$ cat src/rtl/board_defs.svh
`ifndef BOARD_DEFS_SVH
`define BOARD_DEFS_SVH

// ---------------------------------------------------------------------------
// Board clock and lanes
// ---------------------------------------------------------------------------

`define CLK_MHZ         27      // Board oscillator
`define W_LANE          8       // Digits, LEDs and meter lanes

// ---------------------------------------------------------------------------
// Serial dividers, in system clocks per half period
// ---------------------------------------------------------------------------

`define I2S_SCK_DIV     4       // Microphone bit clock
`define SIO_CLK_DIV     1       // TM1638 serial clock

// ---------------------------------------------------------------------------
// Meter behavior
// ---------------------------------------------------------------------------

`define HOLD_SAMPLES    4       // Peak hold, in samples
`define LANE_STEP_LOG2  20      // Threshold step between lanes

`endif

$ cat src/rtl/board_pkg.sv
`default_nettype none

package board_pkg;

    // Microphone word, two's complement
    typedef logic signed [23:0] sample_t;

    // ---------------------------------------------------------------------------
    // TM1638 command and data bytes
    // ---------------------------------------------------------------------------

    // Command class sits in the top two bits of a command byte
    typedef enum logic [1:0]
    {
        tm_kind_data    = 2'b01,    // Data write mode
        tm_kind_display = 2'b10,    // Display on and brightness
        tm_kind_address = 2'b11     // Start address
    } tm_kind_e;

    typedef struct packed
    {
        tm_kind_e   kind;
        logic [5:0] field;          // Mode bits, address or brightness
    } tm_cmd_t;

    // Same byte on the wire, decoded as command or as segments
    typedef union packed
    {
        tm_cmd_t    cmd;
        logic [7:0] hgfedcba;       // Bit 0 is segment a
    } tm_byte_t;

endpackage

`default_nettype wire

$ cat src/rtl/inmp441_mic_i2s_receiver.sv
`timescale 1ns/1ps
`default_nettype none

`include "board_defs.svh"

module inmp441_mic_i2s_receiver
(
    input  wire                 clk,
    input  wire                 rst_n,

    output logic                sck,
    output logic                ws,
    output logic                lr,
    input  wire                 sd,

    output board_pkg::sample_t  sample,
    output logic                sample_valid
);

    localparam int div_w     = (`I2S_SCK_DIV > 1) ? $clog2(`I2S_SCK_DIV) : 1;
    localparam int first_bit = 1;   // MSB follows ws by one sck period
    localparam int last_bit  = 24;

    logic [div_w - 1:0] div_cnt;
    logic [5:0]         bit_cnt;    // sck period within the frame
    logic               tick;
    logic               capture;
    logic [22:0]        shift;

    assign tick    = (div_cnt == div_w'(`I2S_SCK_DIV - 1));
    assign capture = tick && !sck                       // Rising sck
                     && (bit_cnt >= 6'(first_bit))
                     && (bit_cnt <= 6'(last_bit));

    assign ws = bit_cnt[5];         // Low for the left half
    assign lr = 1'b0;               // Mic answers in the left slot

    // ---------------------------------------------------------------------------
    // Clock generation
    // ---------------------------------------------------------------------------

    always_ff @(posedge clk or negedge rst_n)
    begin
        if (!rst_n)
        begin
            div_cnt      <= '0;
            sck          <= 1'b0;
            bit_cnt      <= '0;
            sample_valid <= 1'b0;
        end
        else
        begin
            sample_valid <= 1'b0;

            if (tick)
            begin
                div_cnt <= '0;
                sck     <= ~sck;

                if (sck)
                    bit_cnt <= bit_cnt + 6'd1;      // Next period on falling edge
                else if (bit_cnt == 6'(last_bit))
                    sample_valid <= 1'b1;           // Word complete
            end
            else
            begin
                div_cnt <= div_cnt + div_w'(1);
            end
        end
    end

    // ---------------------------------------------------------------------------
    // Left channel capture, MSB first
    // ---------------------------------------------------------------------------

    always_ff @(posedge clk)
    begin
        if (capture)
        begin
            shift <= {shift[21:0], sd};

            if (bit_cnt == 6'(last_bit))
                sample <= {shift, sd};
        end
    end

endmodule

`default_nettype wire

$ cat src/rtl/level_meter_lane.sv
`timescale 1ns/1ps
`default_nettype none

`include "board_defs.svh"

module level_meter_lane
# (
    parameter int lane_index = 0
)
(
    input  wire                 clk,
    input  wire                 rst_n,

    input  board_pkg::sample_t  sample,
    input  wire                 sample_valid,

    output logic                lit,
    output logic [7:0]          seg
);

    localparam int          hold_w    = $clog2(`HOLD_SAMPLES + 1);
    localparam logic [24:0] threshold = 25'(lane_index + 1) << `LANE_STEP_LOG2;

    logic [23:0]        magnitude;
    logic               exceed;
    logic [hold_w - 1:0] hold_cnt;
    logic [hold_w - 1:0] hold_next;

    // Full scale negative still fits as unsigned
    assign magnitude = sample[23] ? 24'(-sample) : 24'(sample);
    assign exceed    = ({1'b0, magnitude} >= threshold);

    always_comb
    begin
        hold_next = hold_cnt;

        if (exceed)
            hold_next = hold_w'(`HOLD_SAMPLES);     // Restart peak hold
        else if (hold_cnt != '0)
            hold_next = hold_cnt - hold_w'(1);
    end

    always_ff @(posedge clk or negedge rst_n)
    begin
        if (!rst_n)
        begin
            hold_cnt <= '0;
            lit      <= 1'b0;
        end
        else if (sample_valid)
        begin
            hold_cnt <= hold_next;
            lit      <= (hold_next != '0);
        end
    end

    assign seg = lit ? 8'h7f : 8'h00;   // Segments a to g

endmodule

`default_nettype wire

$ cat src/rtl/tm1638_board_controller.sv
`timescale 1ns/1ps
`default_nettype none

`include "board_defs.svh"

module tm1638_board_controller
(
    input  wire                           clk,
    input  wire                           rst_n,

    input  wire                           start,
    input  wire  [`W_LANE - 1:0][7:0]     seg,
    input  wire  [`W_LANE - 1:0]          led,

    output logic                          sio_clk,
    output logic                          sio_stb,
    output logic                          sio_data
);

    import board_pkg::*;

    localparam int div_w         = (`SIO_CLK_DIV > 1) ? $clog2(`SIO_CLK_DIV) : 1;
    localparam int dig_w         = $clog2(`W_LANE);
    localparam int idx_w         = $clog2(2 * `W_LANE + 3);
    localparam int last_data_idx = 2 * `W_LANE + 1;
    localparam int disp_idx      = 2 * `W_LANE + 2;

    localparam logic [2:0] s_idle  = 3'd0,
                           s_latch = 3'd1,
                           s_stb   = 3'd2,
                           s_low   = 3'd3,
                           s_high  = 3'd4,
                           s_end   = 3'd5;

    logic [2:0]                 state;
    logic [div_w - 1:0]         div_cnt;
    logic                       tick;
    logic [idx_w - 1:0]         byte_idx;
    logic [2:0]                 bit_idx;
    logic                       xfer_last;
    logic [7:0]                 shreg;
    logic [`W_LANE - 1:0][7:0]  seg_q;
    logic [`W_LANE - 1:0]       led_q;

    // Byte order: data cmd, address cmd, seg/led pairs, display cmd
    function automatic tm_byte_t build_byte(input logic [idx_w - 1:0] idx);
        tm_byte_t           b;
        logic [idx_w - 1:0] d;

        b = '0;
        d = idx - idx_w'(2);

        if (idx == idx_w'(0))
        begin
            b.cmd.kind  = tm_kind_data;
            b.cmd.field = 6'b000000;                    // Write, auto increment
        end
        else if (idx == idx_w'(1))
        begin
            b.cmd.kind  = tm_kind_address;
            b.cmd.field = 6'b000000;                    // Digit 0
        end
        else if (idx == idx_w'(disp_idx))
        begin
            b.cmd.kind  = tm_kind_display;
            b.cmd.field = {2'b00, 1'b1, 3'd7};          // On, full brightness
        end
        else if (!d[0])
            b.hgfedcba = seg_q[d[dig_w:1]];
        else
            b.hgfedcba = {7'b0, led_q[d[dig_w:1]]};     // Red LED on bit 0

        return b;
    endfunction

    assign tick      = (div_cnt == div_w'(`SIO_CLK_DIV - 1));
    assign xfer_last = (byte_idx == idx_w'(0))
                    || (byte_idx == idx_w'(last_data_idx))
                    || (byte_idx == idx_w'(disp_idx));

    // ---------------------------------------------------------------------------
    // Half period divider for sio_clk
    // ---------------------------------------------------------------------------

    always_ff @(posedge clk or negedge rst_n)
    begin
        if (!rst_n)
            div_cnt <= '0;
        else if (state == s_idle || state == s_latch || tick)
            div_cnt <= '0;
        else
            div_cnt <= div_cnt + div_w'(1);
    end

    // ---------------------------------------------------------------------------
    // Frame sequencer
    // ---------------------------------------------------------------------------

    always_ff @(posedge clk or negedge rst_n)
    begin
        if (!rst_n)
        begin
            state    <= s_idle;
            byte_idx <= '0;
            bit_idx  <= '0;
            sio_clk  <= 1'b1;
            sio_stb  <= 1'b1;
            sio_data <= 1'b1;
        end
        else
        begin
            case (state)
                s_idle:
                    if (start)
                        state <= s_latch;       // Lanes update meanwhile

                s_latch:
                begin
                    byte_idx <= '0;
                    state    <= s_stb;
                end

                s_stb:
                    if (tick)
                    begin
                        sio_stb <= 1'b0;
                        bit_idx <= '0;
                        state   <= s_low;
                    end

                s_low:
                    if (tick)
                    begin
                        sio_clk  <= 1'b0;
                        sio_data <= shreg[0];   // LSB first
                        state    <= s_high;
                    end

                s_high:
                    if (tick)
                    begin
                        sio_clk <= 1'b1;        // Display samples here
                        bit_idx <= bit_idx + 3'd1;

                        if (bit_idx != 3'd7)
                            state <= s_low;
                        else if (xfer_last)
                            state <= s_end;
                        else
                        begin
                            byte_idx <= byte_idx + idx_w'(1);
                            state    <= s_low;
                        end
                    end

                s_end:
                    if (tick)
                    begin
                        sio_stb <= 1'b1;

                        if (byte_idx == idx_w'(disp_idx))
                            state <= s_idle;
                        else
                        begin
                            byte_idx <= byte_idx + idx_w'(1);
                            state    <= s_stb;
                        end
                    end

                default:
                    state <= s_idle;
            endcase
        end
    end

    // ---------------------------------------------------------------------------
    // Snapshot and shifter
    // ---------------------------------------------------------------------------

    always_ff @(posedge clk)
    begin
        if (state == s_latch)
        begin
            seg_q <= seg;
            led_q <= led;
        end
    end

    always_ff @(posedge clk)
    begin
        if (tick)
        begin
            if (state == s_stb)
                shreg <= build_byte(byte_idx);
            else if (state == s_high)
            begin
                if (bit_idx == 3'd7 && !xfer_last)
                    shreg <= build_byte(byte_idx + idx_w'(1));  // Next byte, same strobe
                else
                    shreg <= shreg >> 1;
            end
        end
    end

endmodule

`default_nettype wire

$ cat src/rtl/board_specific_top.sv
`timescale 1ns/1ps
`default_nettype none

`include "board_defs.svh"

module board_specific_top
(
    input  wire                  CLK,
    input  wire                  rst_n,

    output wire                  mic_sck,
    output wire                  mic_ws,
    output wire                  mic_lr,
    input  wire                  mic_sd,

    output wire                  sio_clk,
    output wire                  sio_stb,
    output wire                  sio_data,

    output wire  [`W_LANE - 1:0] LED
);

    import board_pkg::*;

    wire clk = CLK;

    sample_t                    sample;
    logic                       sample_valid;
    logic [`W_LANE - 1:0]       lit;
    logic [`W_LANE - 1:0][7:0]  seg;

    // ---------------------------------------------------------------------------
    // Microphone
    // ---------------------------------------------------------------------------

    inmp441_mic_i2s_receiver i_microphone
    (
        .clk          ( clk          ),
        .rst_n        ( rst_n        ),
        .sck          ( mic_sck      ),
        .ws           ( mic_ws       ),
        .lr           ( mic_lr       ),
        .sd           ( mic_sd       ),
        .sample       ( sample       ),
        .sample_valid ( sample_valid )
    );

    // ---------------------------------------------------------------------------
    // One meter lane per digit
    // ---------------------------------------------------------------------------

    generate
        genvar i;

        for (i = 0; i < `W_LANE; i ++)
        begin : lane
            level_meter_lane # (.lane_index (i)) i_lane
            (
                .clk          ( clk          ),
                .rst_n        ( rst_n        ),
                .sample       ( sample       ),
                .sample_valid ( sample_valid ),
                .lit          ( lit [i]      ),
                .seg          ( seg [i]      )
            );
        end
    endgenerate

    // ---------------------------------------------------------------------------
    // Display board
    // ---------------------------------------------------------------------------

    tm1638_board_controller i_tm1638
    (
        .clk      ( clk          ),
        .rst_n    ( rst_n        ),
        .start    ( sample_valid ),     // Refresh follows every sample
        .seg      ( seg          ),
        .led      ( lit          ),
        .sio_clk  ( sio_clk      ),
        .sio_stb  ( sio_stb      ),
        .sio_data ( sio_data     )
    );

    assign LED = ~ lit;                 // Board LEDs are active low

endmodule

`default_nettype wire

$ cat config.mk
export PLATFORM = sky130hd
export DESIGN_NAME = board_specific_top
export DESIGN_NICKNAME = d
export VERILOG_FILES = /design/src/rtl/board_pkg.sv /design/src/rtl/inmp441_mic_i2s_receiver.sv /design/src/rtl/level_meter_lane.sv /design/src/rtl/tm1638_board_controller.sv /design/src/rtl/board_specific_top.sv
export VERILOG_INCLUDE_DIRS = /design/src /design/src/rtl
export SDC_FILE = /design/constraint.sdc
export NUM_CORES = 1
export LEC_CHECK = 0
export BUFFER_PORTS_ARGS = -buffer_cell sky130_fd_sc_hd__buf_2
export CAP_MARGIN = 25
export CORE_MARGIN = 5
export CORE_UTILIZATION = 40
export DETAILED_ROUTE_END_ITERATION = 6
export SLEW_MARGIN = 20
export SYNTH_ARGS = -nofsm -noshare
export SYNTH_HDL_FRONTEND = slang
export SYNTH_HIERARCHICAL = 1
export SYNTH_SLANG_ARGS = --single-unit
$ cat constraint.sdc
create_clock -name CLK -period 5.1 [get_ports CLK]
set_input_delay 1.02 -clock CLK [delete_from_list [all_inputs] [get_ports CLK]]
set_output_delay 1.02 -clock CLK [all_outputs]
set_load 0.01 [all_outputs]
Word level (Yosys, flattened, before mapping)

Index checks and enable logic that the tools add are counted.
Widths: inputs -> output; s select.

Bits in latches: 0
Bits of input ports: 3
Logic and storage cells: 205
Output and inout bits: 14
Bits in writable memories: 0
Memories kept: 0
Register bits after elaboration: 184
ROM bits: 0

Add/sub/neg operators: 16
Bitwise gates (word level): 3
Div/mod/pow operators: 0
Equal/unequal tests: 22
Shift-type cells: 0
Multiply operators: 0
Order comparisons: 12
Multiplexer cells: 71
Reduce and logical (&&, ||, !) cells: 42

Operators by type and width:

| cell                 | number |
|---|---|
| $mux 8               | 13 |
| $ge 24x23->1 const B | 4 |
| $mux 3               | 25 |
| $mux 7               | 8 |
| $reduce_bool 3->1    | 17 |
| $bmux 8 s3           | 2 |
| $ge 24x22->1 const B | 2 |
| $mux 5               | 5 |
| $ge 24x21->1 const B | 1 |
| $ge 24x24->1 const B | 1 |
| $mux 24              | 1 |
| $neg 24->24          | 1 |
| $sub 3x1->3 const B  | 8 |
| $pmux 3 s6           | 1 |
| $ne 2x2->1 const B   | 8 |
| $eq 5x5->1 const B   | 3 |
| $pmux 5 s3           | 1 |
| $eq 5x1->1 const B   | 2 |
| $logic_not 5->1      | 2 |
| $eq 3x3->1 const B   | 3 |
| $reduce_and 3->1     | 3 |
| $lt 3x4->1 const B   | 2 |
| $mux 1               | 8 |
| $not 8->8            | 1 |
| other kinds (26)     | 44 |

Longest topological paths before layout

Depth after elaboration: 11
Mapped depth: 14
Mapped depth without buffers: 9

Hierarchy

Netlist, hierarchy kept.

Modules (own cells, without submodules):

| module                             | sequential area each (µm²) | cells each | instances | area each (µm²) |
|---|---|---|---|---|
| tm1638_board_controller            | 2781.4                     | 315        | 1         | 4907.2 |
| inmp441_mic_i2s_receiver           | 1661.6                     | 89         | 1         | 1891.8 |
| level_meter_lane at lane[6].i_lane | 100.1                      | 56         | 1         | 484.2 |
| level_meter_lane at lane[2].i_lane | 100.1                      | 59         | 1         | 456.7 |
| level_meter_lane at lane[0].i_lane | 100.1                      | 50         | 1         | 455.4 |
| level_meter_lane at lane[4].i_lane | 100.1                      | 45         | 1         | 449.2 |
| level_meter_lane at lane[3].i_lane | 100.1                      | 44         | 1         | 437.9 |
| level_meter_lane at lane[5].i_lane | 100.1                      | 48         | 1         | 412.9 |
| level_meter_lane at lane[7].i_lane | 100.1                      | 44         | 1         | 397.9 |
| level_meter_lane at lane[1].i_lane | 100.1                      | 44         | 1         | 389.1 |
| board_specific_top                 | 0.0                        | 8          | 1         | 30.0 |

Worst setup path after synthesis

Ideal clock, no wire load.

Path kind: register to register
From: register i_tm1638.state[2]
To: register i_tm1638.led_q[0], enable pin
Cell stages (with the launch flop): 4
Arrival: 3775 ps
Path slack: 823 ps
Data required time: 4598 ps
Buffers on the path: 1
Period minus slack after synthesis: 4277 ps
Path through: dfrtp_1 > clkbuf_1 > nand2b_1 > nor2_1

Cells in the longest elaborated chain, start to end: 1

Ends and longest elaborated chain:

| item                   | RTL line                       | source |
|---|---|---|
| start, declared        | tm1638_board_controller.sv:35  | `logic [2:0] state;` |
| start signal, assigned | tm1638_board_controller.sv:103 | `state <= s_idle;` |
| start signal, assigned | tm1638_board_controller.sv:115 | `state <= s_latch;` |
| start signal, assigned | tm1638_board_controller.sv:120 | `state <= s_stb;` |
| $eq 3x1->1             | tm1638_board_controller.sv:182 | `if (state == s_latch)` |
| end signal, assigned   | tm1638_board_controller.sv:185 | `led_q <= led;` |
| end, declared          | tm1638_board_controller.sv:43  | `` logic [`W_LANE - 1:0] led_q; `` |

Every way passes these cells.
A chain may end at the register's enable or synchronous reset.

Final worst setup path

From: register i_tm1638.byte_idx[0]
To: register i_tm1638.shreg[0] (data pin)

Cells in the longest elaborated chain, start to end: 11
Elaborated cells on any way between the ends: 33
Those cells by class: 3 x add/sub; 5 x eq/ne; 19 x mux; 6 x reduce/logical

Ends and longest elaborated chain:

| item                                                   | RTL line                                                     | source |
|---|---|---|
| start, declared                                        | tm1638_board_controller.sv:38                                | `logic [idx_w - 1:0] byte_idx;` |
| start signal, assigned                                 | tm1638_board_controller.sv:151                               | `byte_idx <= byte_idx + idx_w'(1);` |
| start signal, assigned                                 | tm1638_board_controller.sv:165                               | `byte_idx <= byte_idx + idx_w'(1);` |
| $add 5x1->5                                            | tm1638_board_controller.sv:198                               | `shreg <= build_byte(byte_idx + idx_w'(1));` |
| $sub 4x2->4                                            | tm1638_board_controller.sv:51                                | `d = idx - idx_w'(2);` |
| $bmux 8 s3 or $bmux 1 s3 (tied branches)               | tm1638_board_controller.sv:69, tm1638_board_controller.sv:71 |  |
| $mux 8 (not written as such) or $mux 1 (tied branches) | tm1638_board_controller.sv:69, tm1638_board_controller.sv:71 |  |
| $mux 8                                                 | tm1638_board_controller.sv:68                                | `else if (!d[0])` |
| $mux 8                                                 | tm1638_board_controller.sv:63                                | `else if (idx == idx_w'(disp_idx))` |
| $mux 8                                                 | tm1638_board_controller.sv:58                                | `else if (idx == idx_w'(1))` |
| $mux 8                                                 | tm1638_board_controller.sv:53                                | `if (idx == idx_w'(0))` |
| $mux 8                                                 | tm1638_board_controller.sv:197                               | `if (bit_idx == 3'd7 && !xfer_last)` |
| $mux 8                                                 | tm1638_board_controller.sv:195                               | `else if (state == s_high)` |
| $mux 8 (*)                                             | tm1638_board_controller.sv:193                               | `if (state == s_stb)` |
| end signal, assigned                                   | tm1638_board_controller.sv:194                               | `shreg <= build_byte(byte_idx);` |
| end signal, assigned                                   | tm1638_board_controller.sv:198                               |  |
| end signal, assigned                                   | tm1638_board_controller.sv:200                               | `shreg <= shreg >> 1;` |
| end, declared                                          | tm1638_board_controller.sv:41                                | `logic [7:0] shreg;` |

Mark *: on every way between the ends. The rest lies on a longest branch, timed or not. The select of a mux whose other input is x is not followed.

==> results.yml <==
outcome:
  outcome: "completed"
sta:
  hold_viol: 0
  fin_crit_sh: 0.7483
  rsz0062_at_grt: "false"
  slew_headroom: 0.4577
  report.final.slew_viol_count: 0
  min_period_ns: 3.816
  setup_violations: 0
  max_freq_ghz: 0.2620
  clock_skew_ns: 0.01616
  setup-tns-final_ns: 0
  tightestPinTransition_ns: 0.8134
die:
  initial_core_util: 0.4083
  die_area_mm2: 0.02909
  die_w_um: 170.6
  core_area_mm2: 0.02525
  dieHeight_um: 170.6
  io_pins: 17
  rows: 58
critical_path:
  worstPathMaxFanout: 20
  crit_path_end_kind: "flop"
  crit_path_start_kind: "flop"
  cp.required_ns: 5.26
  arrival_ns: 3.98
  reg2reg_to: "i_tm1638/shreg[0]"
  crit_type: "reg2reg"
  timing.rr.start: "i_tm1638/byte_idx[0]"
  rrSetupSlack_ns: 1.28
  reg2reg_depth: 9
synthesis:
  syn_inst: 802
  yosys_warnings: 6
  synth_ff_type: "edfxtp_1"
  synth_top_area_share: 0.3698
  synthArstFlopShare: 0.3098
  synthAdderAreaFrac: 0.05217
  synth.cell_area_mm2: 0.01031
  synth_fp_nets: 848
  ys_seq_area_frac: 0.5085
  synthTopCellsByCount: "edfxtp_1 (127), buf_4 (70), inv_1 (60)"
  synth_area_leaders: "edfxtp_1 (37%), dfrtp_1 (13%), mux4_2 (7.9%)"
  yosysTopAreaCell: "edfxtp_1"
  synth.most_common_cell: "edfxtp_1"
  synth-simple-area-share: 0.1474
  yosysUniqueCellTypes: 88
  synth-compound-area-share: 0.09112
  avgSynthCellArea_um2: 12.86
  synth_xor_area_frac: 0.01468
  synth-edff-count: 127
  synth_top_family_by_area: "simple AND/OR/NAND/NOR gates"
  synth_seq_cells: 184
  synth.area.mux_share: 0.1009
power_and_ir_drop:
  vdd_drop_max_mv: 0.1504
  p_per_area_mw_per_mm2: 270.6
  power_leakage_nw: 3.689
clocking:
  cts_hold_buf: 0
  clkSinkCount: 184
  cts_buffers: 17
  cts.path.max_buffers: 2
  clk_pin_slew_ns: 0.09
  cts-root-buf: "clkbuf_16"
  htree_num_levels: 4
  cts_setup_buffers: 0
  tritoncts: "built"
  clock_latency_ns: 0.43
  cts_resized: 0
finish:
  nets: 806
  fillers: 2343
  drive_gt1_frac: 0.2057
  final_area_mm2: 0.01091
  diodes: 0
  syn_to_final_growth_pct: 5.812
grt:
  grt_max_degree: 55
  antenna_found_initial: 0
  grt_pass1_wl_mm: 31.26
  grt_pass1_vias: 5920
  overflow: 0
  gr-usage-all-layers: 0.1337
hold_path:
  hold_depth: 0
  worstHoldStart: "i_microphone/shift[22]"
  hold_path.class: "reg2reg"
  hold_end: "i_microphone/sample[23]"
drt:
  vias: 5968
  firstDrtPassIters: 5
  drtIter0Drc: 409
  routed_wl_mm: 18.73
  ant_nets: 0
  viasPerCell: 5.411
  drcViolationCount: 0
  wire_per_inst_um: 16.98
placed_design:
  dpl-instance-area_mm2: 0.01028
  io_buffers: 15
  hpwl_mm: 12.89
  globalplace.congestion: 0.8192
run:
  max-cap-violations: 0
## cell families (layout without fill, tap and decap cells)
group,after synthesis,count (layout)
AOI/OAI and AO/OA,123,123
DFF,184,184
and+or+nand+nor,226,226
xor gates and xnor gates,14,14
buffers and inverters,145,116
other,10,10
muxes,57,57
adders and majority gates,43,43
## registers in the layout, summed over array words and instances (netlist names), 2 cells and up
register	cells
i_microphone/sample	24
lane.i_lane/hold_cnt	24
i_microphone/shift	23
i_tm1638/shreg	8
i_tm1638/bit_idx	3
i_tm1638/seg_q	64
i_tm1638/byte_idx	5
i_tm1638/state	3
lane.i_lane/lit	8
i_microphone/bit_cnt	6
i_tm1638/led_q	8
i_microphone/div_cnt	2
## per-layer routing
metal,global-route usage,part of all wire
met5,0,0
met3,0.02195,0.025
met1,0.1870,0.48
met2,0.2153,0.48
met4,0.04167,0.0097
## through the flow
| step | hold WS, ns | util | power (mW) | instances | worst slack, ns |
|---|---|---|---|---|---|
| final | 0.4353 | 0.4321 | 2.953 | 1103 | 1.284 |
| after global routing | 0.4482 | 0.4321 | 3.056 | 1103 | 1.093 |
| after CTS | 0.4347 | 0.4316 | 2.988 | 1102 | 1.300 |
| after detailed placement | 0.4178 | 0.4070 | 1.630 | 1070 | 1.307 |
| after global placement | 0.4052 | 0.4066 | 1.630 | 1069 | 1.350 |
| after floorplan | 0.4003 | - | 1.623 | 802 | 0.8227 |
## critical path, cell delays in order, from the launching register on
cell and delay (ns):
dfrtp_1 0.79, inv_1 0.30, ha_1 0.38, inv_1 0.05
ha_1 0.79, mux4_2 0.40, and3_1 0.19, a221o_1 0.25
nor4_1 0.30, o31ai_2 0.10
## power by group
group	switching, mW	internal, mW	leakage, nW
combinational	0.0112	0.00192	1.64
sequential	0.000928	1.58	1.75
clock	0.679	0.677	0.302
## worst max path at each step
stage                              start                end  slack (ns)
CTS                 i_tm1638/byte_idx[0]  i_tm1638/shreg[0]        1.30
global route        i_tm1638/byte_idx[0]  i_tm1638/shreg[0]        1.09
detailed placement  i_tm1638/byte_idx[0]  i_tm1638/shreg[0]        1.31
floorplan              i_tm1638/state[2]  i_tm1638/led_q[0]        0.82
finish              i_tm1638/byte_idx[0]  i_tm1638/shreg[0]        1.28
global placement    i_tm1638/byte_idx[0]  i_tm1638/shreg[0]        1.35
## layout make-up
class                           instances  area (µm²)  area share
Tap cell                              330       412.9     0.03784
Timing Repair Buffer                   24       150.1     0.01376
Inverter                               60       225.2     0.02064
Multi-Input combinational cell        473        4258      0.3902
Sequential cell                       184        5244      0.4806
Clock buffer                           17       425.4     0.03899
Clock inverter                         15       196.4     0.01800
## placed cells by master (no fill, tap or decap), types with 15 or more instances in the layout
cell type,n
edfxtp_1,127
inv_1,60
dfrtp_1,54
ha_1,43
nor2_1,39
mux4_2,36
nand2_1,35
nor4_1,20
clkbuf_16,17
nand2b_1,17
nor3_1,15
o21ai_0,15
buf_2,15
Power figures use the tool's default switching activity.
